[src/verilog/pit_config.svh]
// Interval timer configuration
`ifndef PIT_CONFIG_SVH
`define PIT_CONFIG_SVH

// Number of counter channels
`define PIT_NUM_CHAN 3

// Down counter and count register width
`define PIT_CNT_W 16

// Bus address of the control word register
// Addresses 0 to 2 select the channel count registers
`define PIT_ADDR_CTRL 2'd3

`endif

[src/verilog/pit_pkg.sv]
// Interval timer types
package pit_pkg;

  // Mode field of the control word
  // Only modes 0, 2 and 3 count, the rest leave the channel idle
  typedef enum logic [2:0] {
    MODE_TC0       = 3'd0,
    MODE_ONESHOT1  = 3'd1,
    MODE_RATE2     = 3'd2,
    MODE_SQUARE3   = 3'd3,
    MODE_SWSTROBE4 = 3'd4,
    MODE_HWSTROBE5 = 3'd5
  } pit_mode_e;

  // Read/write access field
  typedef enum logic [1:0] {
    RW_LATCH   = 2'd0,
    RW_LSB     = 2'd1,
    RW_MSB     = 2'd2,
    RW_LSB_MSB = 2'd3
  } pit_rw_e;

  // Control word as written to the control address
  typedef struct packed {
    logic [1:0] sc;
    pit_rw_e    rw;
    pit_mode_e  mode;
    // BCD select, not supported
    logic       bcd;
  } pit_ctrl_t;

endpackage

[src/verilog/pit_chan_if.sv]
// Decode to channel link
`timescale 1ns/10ps
`include "pit_config.svh"

interface pit_chan_if
  import pit_pkg::*;
();

  // Pulse on a mode setting control word
  logic                  ctrl_wr;
  // Mode of the last control word, held
  pit_mode_e             mode;
  // Pulse once the last count byte is in
  logic                  count_wr;
  // Assembled count
  logic [`PIT_CNT_W-1:0] count_val;
  // Counter latch command pulse
  logic                  latch_cmd;
  // Pulse after the final byte of a read sequence
  logic                  rd_done;
  // Latched count or live count
  logic [`PIT_CNT_W-1:0] rd_val;

  modport decode (
    output ctrl_wr, mode, count_wr, count_val, latch_cmd, rd_done,
    input  rd_val
  );

  modport channel (
    input  ctrl_wr, mode, count_wr, count_val, latch_cmd, rd_done,
    output rd_val
  );

endinterface

[src/verilog/pit_bus_decode.sv]
// Host bus decode stage
`timescale 1ns/10ps
`include "pit_config.svh"

module pit_bus_decode
  import pit_pkg::*;
(
  input  logic               CLK,
  input  logic               arst_n,
  input  logic               sel,
  input  logic               wr,
  input  logic               rd,
  input  logic [1:0]         addr,
  input  logic [7:0]         wdata,
  output logic [7:0]         rdata,
  pit_chan_if.decode         ch0,
  pit_chan_if.decode         ch1,
  pit_chan_if.decode         ch2
);

  localparam int NCH = `PIT_NUM_CHAN;

  pit_ctrl_t             cw;
  pit_mode_e             cw_mode;
  logic                  wr_en;
  logic                  rd_en;
  logic                  ctrl_hit;
  logic [7:0]            rd_byte;

  // Per channel state
  pit_rw_e               rw_q      [NCH];
  pit_mode_e             mode_q    [NCH];
  logic                  wr_msb    [NCH];
  logic                  rd_msb    [NCH];
  logic [7:0]            lo_byte   [NCH];
  logic [`PIT_CNT_W-1:0] count_val [NCH];
  logic [`PIT_CNT_W-1:0] rd_val    [NCH];
  logic                  ctrl_wr_q [NCH];
  logic                  count_wr_q[NCH];
  logic                  latch_q   [NCH];
  logic                  rd_done_q [NCH];

  assign cw    = pit_ctrl_t'(wdata);
  assign wr_en = sel & wr;
  assign rd_en = sel & rd;

  // sc of 3 is not a channel on this part
  assign ctrl_hit = wr_en && (addr == `PIT_ADDR_CTRL) && (cw.sc != 2'd3);

  // Modes 6 and 7 alias 2 and 3
  assign cw_mode = cw.mode[1] ? pit_mode_e'({1'b0, cw.mode[1:0]}) : cw.mode;

  // Byte of the addressed channel for this read
  always_comb
  begin
    rd_byte = 8'h00;
    for (int i = 0; i < NCH; i++)
    begin
      if (addr == 2'(i))
      begin
        case (rw_q[i])
          RW_MSB:     rd_byte = rd_val[i][15:8];
          RW_LSB_MSB: rd_byte = rd_msb[i] ? rd_val[i][15:8] : rd_val[i][7:0];
          default:    rd_byte = rd_val[i][7:0];
        endcase
      end
    end
  end

  // Control registers, byte flip-flops and strobes
  always_ff @(posedge CLK or negedge arst_n)
  begin
    if (!arst_n)
    begin
      rdata <= 8'h00;
      for (int i = 0; i < NCH; i++)
      begin
        rw_q[i]       <= RW_LSB_MSB;
        mode_q[i]     <= MODE_ONESHOT1;
        wr_msb[i]     <= 1'b0;
        rd_msb[i]     <= 1'b0;
        ctrl_wr_q[i]  <= 1'b0;
        count_wr_q[i] <= 1'b0;
        latch_q[i]    <= 1'b0;
        rd_done_q[i]  <= 1'b0;
      end
    end
    else
    begin
      // Registered read data, held between reads
      if (rd_en)
        rdata <= rd_byte;
      for (int i = 0; i < NCH; i++)
      begin
        // Strobes last one cycle
        ctrl_wr_q[i]  <= 1'b0;
        count_wr_q[i] <= 1'b0;
        latch_q[i]    <= 1'b0;
        rd_done_q[i]  <= 1'b0;
        // Control word for this channel
        if (ctrl_hit && (cw.sc == 2'(i)))
        begin
          wr_msb[i] <= 1'b0;
          rd_msb[i] <= 1'b0;
          if (cw.rw == RW_LATCH)
            latch_q[i] <= 1'b1;
          else
          begin
            rw_q[i]      <= cw.rw;
            mode_q[i]    <= cw_mode;
            ctrl_wr_q[i] <= 1'b1;
          end
        end
        // Count byte write
        if (wr_en && (addr == 2'(i)))
        begin
          if (rw_q[i] == RW_LSB_MSB)
          begin
            // MSB closes the two byte sequence
            wr_msb[i]     <= !wr_msb[i];
            count_wr_q[i] <= wr_msb[i];
          end
          else
            count_wr_q[i] <= 1'b1;
        end
        // Count byte read
        if (rd_en && (addr == 2'(i)))
        begin
          if (rw_q[i] == RW_LSB_MSB)
          begin
            rd_msb[i]    <= !rd_msb[i];
            rd_done_q[i] <= rd_msb[i];
          end
          else
            rd_done_q[i] <= 1'b1;
        end
      end
    end
  end

  // Count assembly
  always_ff @(posedge CLK)
  begin
    for (int i = 0; i < NCH; i++)
    begin
      if (wr_en && (addr == 2'(i)))
      begin
        case (rw_q[i])
          RW_LSB: count_val[i] <= {8'h00, wdata};
          RW_MSB: count_val[i] <= {wdata, 8'h00};
          RW_LSB_MSB:
          begin
            if (wr_msb[i])
              count_val[i] <= {wdata, lo_byte[i]};
            else
              lo_byte[i] <= wdata;
          end
          default: ;
        endcase
      end
    end
  end

  // Channel 0 link
  assign ch0.ctrl_wr   = ctrl_wr_q[0];
  assign ch0.mode      = mode_q[0];
  assign ch0.count_wr  = count_wr_q[0];
  assign ch0.count_val = count_val[0];
  assign ch0.latch_cmd = latch_q[0];
  assign ch0.rd_done   = rd_done_q[0];
  assign rd_val[0]     = ch0.rd_val;

  // Channel 1 link
  assign ch1.ctrl_wr   = ctrl_wr_q[1];
  assign ch1.mode      = mode_q[1];
  assign ch1.count_wr  = count_wr_q[1];
  assign ch1.count_val = count_val[1];
  assign ch1.latch_cmd = latch_q[1];
  assign ch1.rd_done   = rd_done_q[1];
  assign rd_val[1]     = ch1.rd_val;

  // Channel 2 link
  assign ch2.ctrl_wr   = ctrl_wr_q[2];
  assign ch2.mode      = mode_q[2];
  assign ch2.count_wr  = count_wr_q[2];
  assign ch2.count_val = count_val[2];
  assign ch2.latch_cmd = latch_q[2];
  assign ch2.rd_done   = rd_done_q[2];
  assign rd_val[2]     = ch2.rd_val;

endmodule

[src/verilog/pit_channel.sv]
// Timer counter channel
`timescale 1ns/10ps
`include "pit_config.svh"

module pit_channel
  import pit_pkg::*;
(
  input  logic         CLK,
  input  logic         arst_n,
  input  logic         cnt_step,
  input  logic         gate,
  output logic         out,
  pit_chan_if.channel  bus
);

  localparam int W = `PIT_CNT_W;
  localparam logic [W-1:0] ONE = W'(1);
  localparam logic [W-1:0] TWO = W'(2);

  // Count register and down counter
  logic [W-1:0] cnt_reg;
  logic [W-1:0] cnt;
  logic [W-1:0] cnt_m1;
  logic [W-1:0] cnt_m2;
  // Even reload value for square wave
  logic [W-1:0] sq_init;
  logic [W-1:0] latch_val;

  logic load_pend;
  logic running;
  logic reload_req;
  // Extra high step for odd square wave counts
  logic odd_hold;
  logic latch_held;

  logic cnt_mode;
  logic step;
  logic gate_block;
  logic start;

  // Modes 0, 2 and 3 count, all others are idle
  assign cnt_mode = (bus.mode == MODE_TC0) || (bus.mode == MODE_RATE2) ||
                    (bus.mode == MODE_SQUARE3);

  // Gated count step
  assign step = cnt_step & gate;

  // Gate low halts and holds OUT high in modes 2 and 3
  assign gate_block = !gate && ((bus.mode == MODE_RATE2) || (bus.mode == MODE_SQUARE3));

  assign cnt_m1  = cnt - ONE;
  assign cnt_m2  = cnt - TWO;
  assign sq_init = {cnt_reg[W-1:1], 1'b0};

  // Initial load or restart after gate low
  assign start = (load_pend && cnt_step) || (running && reload_req && step);

  // Count register follows every count write
  always_ff @(posedge CLK)
  begin
    if (bus.count_wr)
      cnt_reg <= bus.count_val;
  end

  // Output latch capture
  always_ff @(posedge CLK)
  begin
    if (bus.latch_cmd && !latch_held)
      latch_val <= cnt;
  end

  // Latch held until the read sequence completes
  always_ff @(posedge CLK or negedge arst_n)
  begin
    if (!arst_n)
      latch_held <= 1'b0;
    else if (bus.rd_done)
      latch_held <= 1'b0;
    else if (bus.latch_cmd)
      latch_held <= 1'b1;
  end

  // Down counter and OUT control
  always_ff @(posedge CLK or negedge arst_n)
  begin
    if (!arst_n)
    begin
      load_pend  <= 1'b0;
      running    <= 1'b0;
      reload_req <= 1'b0;
      odd_hold   <= 1'b0;
      cnt        <= '0;
      out        <= 1'b1;
    end
    else if (bus.ctrl_wr)
    begin
      // New mode stops the channel until a count arrives
      load_pend  <= 1'b0;
      running    <= 1'b0;
      reload_req <= 1'b0;
      odd_hold   <= 1'b0;
      out        <= (bus.mode != MODE_TC0);
    end
    else
    begin
      if (start)
      begin
        // This step loads and does not count
        running    <= 1'b1;
        load_pend  <= 1'b0;
        reload_req <= 1'b0;
        out        <= (bus.mode != MODE_TC0);
        if (bus.mode == MODE_SQUARE3)
        begin
          cnt      <= sq_init;
          odd_hold <= cnt_reg[0];
        end
        else
          cnt <= cnt_reg;
      end
      else if (running && gate_block)
      begin
        out        <= 1'b1;
        reload_req <= 1'b1;
      end
      else if (running && step)
      begin
        case (bus.mode)
          MODE_TC0:
          begin
            // Terminal count sets OUT, counter wraps on
            cnt <= cnt_m1;
            if (cnt_m1 == '0)
              out <= 1'b1;
          end
          MODE_RATE2:
          begin
            if (cnt == ONE)
            begin
              // Low pulse over, reload
              cnt <= cnt_reg;
              out <= 1'b1;
            end
            else
            begin
              cnt <= cnt_m1;
              if (cnt_m1 == ONE)
                out <= 1'b0;
            end
          end
          MODE_SQUARE3:
          begin
            if (odd_hold)
              odd_hold <= 1'b0;
            else if (cnt == TWO)
            begin
              // Half period done
              cnt      <= sq_init;
              out      <= !out;
              // Odd N gives the high half one more step
              odd_hold <= cnt_reg[0] & !out;
            end
            else
              cnt <= cnt_m2;
          end
          default: ;
        endcase
      end
      // Mode 0 reloads on a new count, modes 2 and 3 wait for reload
      if (bus.count_wr && cnt_mode && (!running || (bus.mode == MODE_TC0)))
        load_pend <= 1'b1;
    end
  end

  // Read back latched value while held
  assign bus.rd_val = latch_held ? latch_val : cnt;

endmodule

[src/verilog/pit_top.sv]
// Interval timer top level
`timescale 1ns/10ps
`include "pit_config.svh"

module pit_top
(
  input  logic                     CLK,
  input  logic                     arst_n,
  input  logic                     sel,
  input  logic                     wr,
  input  logic                     rd,
  input  logic [1:0]               addr,
  input  logic [7:0]               wdata,
  output logic [7:0]               rdata,
  input  logic [`PIT_NUM_CHAN-1:0] cnt_step,
  input  logic [`PIT_NUM_CHAN-1:0] gate,
  output logic [`PIT_NUM_CHAN-1:0] out
);

  // One link per channel
  pit_chan_if chan0_if ();
  pit_chan_if chan1_if ();
  pit_chan_if chan2_if ();

  // Bus decode and read byte select
  pit_bus_decode decode_inst (
    .CLK    (CLK),
    .arst_n (arst_n),
    .sel    (sel),
    .wr     (wr),
    .rd     (rd),
    .addr   (addr),
    .wdata  (wdata),
    .rdata  (rdata),
    .ch0    (chan0_if.decode),
    .ch1    (chan1_if.decode),
    .ch2    (chan2_if.decode)
  );

  // Counter channels
  pit_channel chan0_inst (
    .CLK      (CLK),
    .arst_n   (arst_n),
    .cnt_step (cnt_step[0]),
    .gate     (gate[0]),
    .out      (out[0]),
    .bus      (chan0_if.channel)
  );

  pit_channel chan1_inst (
    .CLK      (CLK),
    .arst_n   (arst_n),
    .cnt_step (cnt_step[1]),
    .gate     (gate[1]),
    .out      (out[1]),
    .bus      (chan1_if.channel)
  );

  pit_channel chan2_inst (
    .CLK      (CLK),
    .arst_n   (arst_n),
    .cnt_step (cnt_step[2]),
    .gate     (gate[2]),
    .out      (out[2]),
    .bus      (chan2_if.channel)
  );

endmodule

[config.mk]
export PLATFORM = sky130hd
export DESIGN_NAME = pit_top
export DESIGN_NICKNAME = d
export VERILOG_FILES = /design/src/verilog/pit_pkg.sv /design/src/verilog/pit_chan_if.sv /design/src/verilog/pit_bus_decode.sv /design/src/verilog/pit_channel.sv /design/src/verilog/pit_top.sv
export VERILOG_INCLUDE_DIRS = /design/src /design/src/verilog
export SDC_FILE = /design/constraint.sdc
export NUM_CORES = 1
export LEC_CHECK = 0
export ABC_AREA = 1
export BUFFER_PORTS_ARGS = -buffer_cell sky130_fd_sc_hd__clkbuf_2
export CORE_MARGIN = 4
export CORE_UTILIZATION = 45
export DETAILED_ROUTE_END_ITERATION = 7
export HOLD_SLACK_MARGIN = 0.02
export PLACE_DENSITY_LB_ADDON = 0.1
export SYNTH_ARGS = -nofsm -noshare
export SYNTH_HDL_FRONTEND = slang
export SYNTH_HIERARCHICAL = 1
export SYNTH_SLANG_ARGS = --single-unit
export TNS_END_PERCENT = 30
[constraint.sdc]
create_clock -name CLK -period 2.57 [get_ports CLK]
set_input_delay 0.514 -clock CLK [delete_from_list [all_inputs] [get_ports CLK]]
set_output_delay 0.514 -clock CLK [all_outputs]
set_load 0.02 [all_outputs]
==> results.json <==
{
  "yosysUniqueCellTypes": 48,
  "critPathArrivalTime_ns": 2.85,
  "path_cells": "inv_1 > ha_1 > inv_1 > nand2_1 > nand2_1 > o21ai_0 > nand3_1 > nand2_1 > nand3_1 > nand2_1 > nand2_1 > nand2_1 > nand2_1 > nand2_1 > nand2_1",
  "syn_nets": 1778,
  "drt-initial-drc-count": 1041,
  "post-route-period-util_pct": 91.4,
  "slowest_stage": "dfrtp_1",
  "cp-start-kind": "flop",
  "p_per_area_nw_per_um2": 972,
  "gr-total-overflow": 0,
  "cp_common_cell": "nand2_1",
  "rsz0062_at_grt": "no",
  "viasPerCell": 5.27,
  "maxSlewHeadroom_pct": 40.6,
  "reg2reg_to": "chan1_inst/out",
  "crit_family": "simple AND/OR/NAND/NOR gates",
  "largest_reg_flops": 48,
  "period_minus_slack_ns": 2.35,
  "synth-simple-area-share_pct": 25.8,
  "cts_sinks": 275,
  "drive_gt1_share_pct": 14.1,
  "largest-register": "decode_inst/count_val",
  "ctsResizeCount": 0,
  "synth_seq_area_share_pct": 51.6,
  "synthFlopType": "edfxtp_1",
  "cts_inserted_buffers": 31,
  "core_area_um2": 32700,
  "ios": 32,
  "die_h_um": 191,
  "r2r_slack_ns": 0.22,
  "yosysTopAreaCellShare_pct": 33.7,
  "grt_max_degree": 68,
  "peakVddDrop_uv": 631,
  "grt_pass1_vias": 11548,
  "status": "finished clean",
  "root_buffer": "clkbuf_16",
  "power_leakage_nw": 7.29,
  "final_cell_area_um2": 16900,
  "synth-edff-count": 168,
  "cp.required_ns": 3.07,
  "path_buf_inv": 2,
  "drv_cap": 0,
  "cts_max_level": 1,
  "synth_top_family_by_area": "simple AND/OR/NAND/NOR gates",
  "place_area_um2": 15800,
  "die_w_um": 191,
  "path_max_fanout": 9,
  "worstSetupPathType": "flop to flop",
  "synth_area_leaders": "edfxtp_1 34%, dfrtp_1 16%, nand2_1 10%",
  "async_flop_share_pct": 38.9,
  "syn_to_final_growth_pct": 12.4,
  "ant_nets": 0,
  "netlist_instances": 1736,
  "final_common_cell": "nand2_1",
  "setup_ws_ns": 0.221,
  "cts_tree": "built",
  "synth_top_area_cell": "edfxtp_1",
  "worstHoldEndpoint": "chan0_inst/running",
  "syn_area_per_cell_um2": 8.64,
  "setup_viol": 0,
  "yosys_warnings": 6,
  "vias": 11969,
  "synth.cell_area_um2": 15000,
  "std_cell_rows": 66,
  "io_buffers": 31,
  "post_cts_buffers": 0,
  "clk_path_buf_depth": 3,
  "nNetsFinal": 1846,
  "muxShareOfSynthArea_pct": 0,
  "ys_ff_latch": 275,
  "clkLatencyLatePin_ns": 0.57,
  "wirelength_mm": 41.7,
  "diodes": 0,
  "slew_viol_final": 0,
  "clk_pin_slew_ns": 0.06,
  "die_area_um2": 36300,
  "hold_viol": 0,
  "holdPathStages": 3,
  "rr_startpoint": "chan1_inst/cnt[1]",
  "cp-end-kind": "flop",
  "ctsHoldBuffers": 1,
  "tightest_slew_ns": 0.891,
  "synth_compound_area_share_pct": 10.8,
  "hold_path.class": "input pin to flop",
  "start_util_pct": 45.8,
  "critPathMaxStageDelay_ns": 0.43,
  "mostFrequentLayoutCells": "405 x nand2_1, 222 x inv_1, 185 x nor2_1",
  "dpl.hpwl_mm": 31.6,
  "grt_pass1_wl_mm": 65.8,
  "fmax_mhz": 426,
  "r2r_cells": 15,
  "finalClockSkew_ns": 0.0133,
  "wl_per_cell_um": 18.4,
  "finalSetupTns_ns": 0,
  "whs_ns": 0.203,
  "antenna_found_initial": 0,
  "first_pass_iters": 6,
  "min_from": "cnt_step[0]",
  "gp_congestion": 0.914,
  "grt_usage_pct": 23.1,
  "pre_cts_ws_ns": 0.250,
  "drc": 0,
  "synth-xor-area-share_pct": 2.40,
  "synth_fa_ha_area_share_pct": 1.75
}
[cell type report]
cell class,instances,area (µm²)
fill,3152,15800
sequential,275,7740
multi-input combinational,1179,6120
inverter,251,945
clock buffer,45,878
tap,442,553
timing repair buffer,66,435
clock inverter,13,186
[layer usage]
| layer | wire [µm] | vias up | global-route usage, % | part of all wire [%] |
|---|---|---|---|---|
| met2 | 18100 | 379 | 34.9 | 43 |
| met5 | 0 | - | 0 | 0 |
| met4 | 1240 | 0 | 6.33 | 3.0 |
| met1 | 19700 | 5643 | 34.9 | 47 |
| met3 | 2780 | 65 | 3.31 | 6.7 |
| li1 | - | 5882 | - | - |
[tightest hold or removal path: stages]
cell,delay (ns)
clkbuf_2,0.09
nand2_1,0.07
a21oi_1,0.06
[worst max path at each step]
stage                                 start                     endpoint  slack [ns]  cells past startpoint
final                     chan1_inst/cnt[1]               chan1_inst/out        0.22                     15
after global routing      chan2_inst/cnt[1]               chan2_inst/out        0.02                     13
after detailed placement  chan2_inst/cnt[1]               chan2_inst/out        0.25                     13
after global placement    chan1_inst/cnt[1]               chan1_inst/out        0.31                     15
after floorplan                         sel  decode_inst/count_val[1][0]        0.73                      5
after CTS                 chan2_inst/cnt[1]               chan2_inst/out        0.24                     13
[per-stage QoR]
stage / utilization [%] / cells / total power, W
global route: 51.5 / 2271 / 0.0175
CTS: 51.5 / 2271 / 0.0164
global placement: 48.2 / 2212 / 0.0118
finish: 51.5 / 2271 / 0.0164
detailed placement: 48.2 / 2212 / 0.0118
floorplan: - / 1736 / 0.00993
[Yosys cell counts (2+ instances only)]
cell type    n
nand2_2     24
or2_1        3
clkbuf_1    17
buf_4        3
nor2_1     185
buf_6        8
inv_1      222
a31oi_1     10
nand3_1    139
o21ai_0    112
nor3_1       9
o2111ai_1    6
o211ai_2     5
o21ai_1     22
nand4_2      3
nor2_2      20
a21oi_1     46
edfxtp_1   168
dfrtp_1     95
o21a_1       7
xnor2_1      3
o21ai_2     11
nor3_4       3
or2_4        2
o211ai_1    12
clkinv_1     3
ha_1        21
buf_2        3
nand3_2      9
nand2_1    405
inv_2       25
a22oi_1      8
xor2_1      38
o22ai_1     32
nor2_8       3
nor2_4      13
dfstp_2     12
nand2_4     10
nand4_1     10
[kinds of logic after synthesis]
family,Yosys count
flops,275
fa+ha+maj,21
buf+inv,282
compound gates,276
simple gates,841
xor+xnor,41
[power breakdown]
part           switching [W]  internal (W)
sequential          0.000865       0.00537
clock                0.00182       0.00278
combinational        0.00379       0.00176
total                0.00647       0.00991
Note: power is estimated with default switching activity, not from simulation.
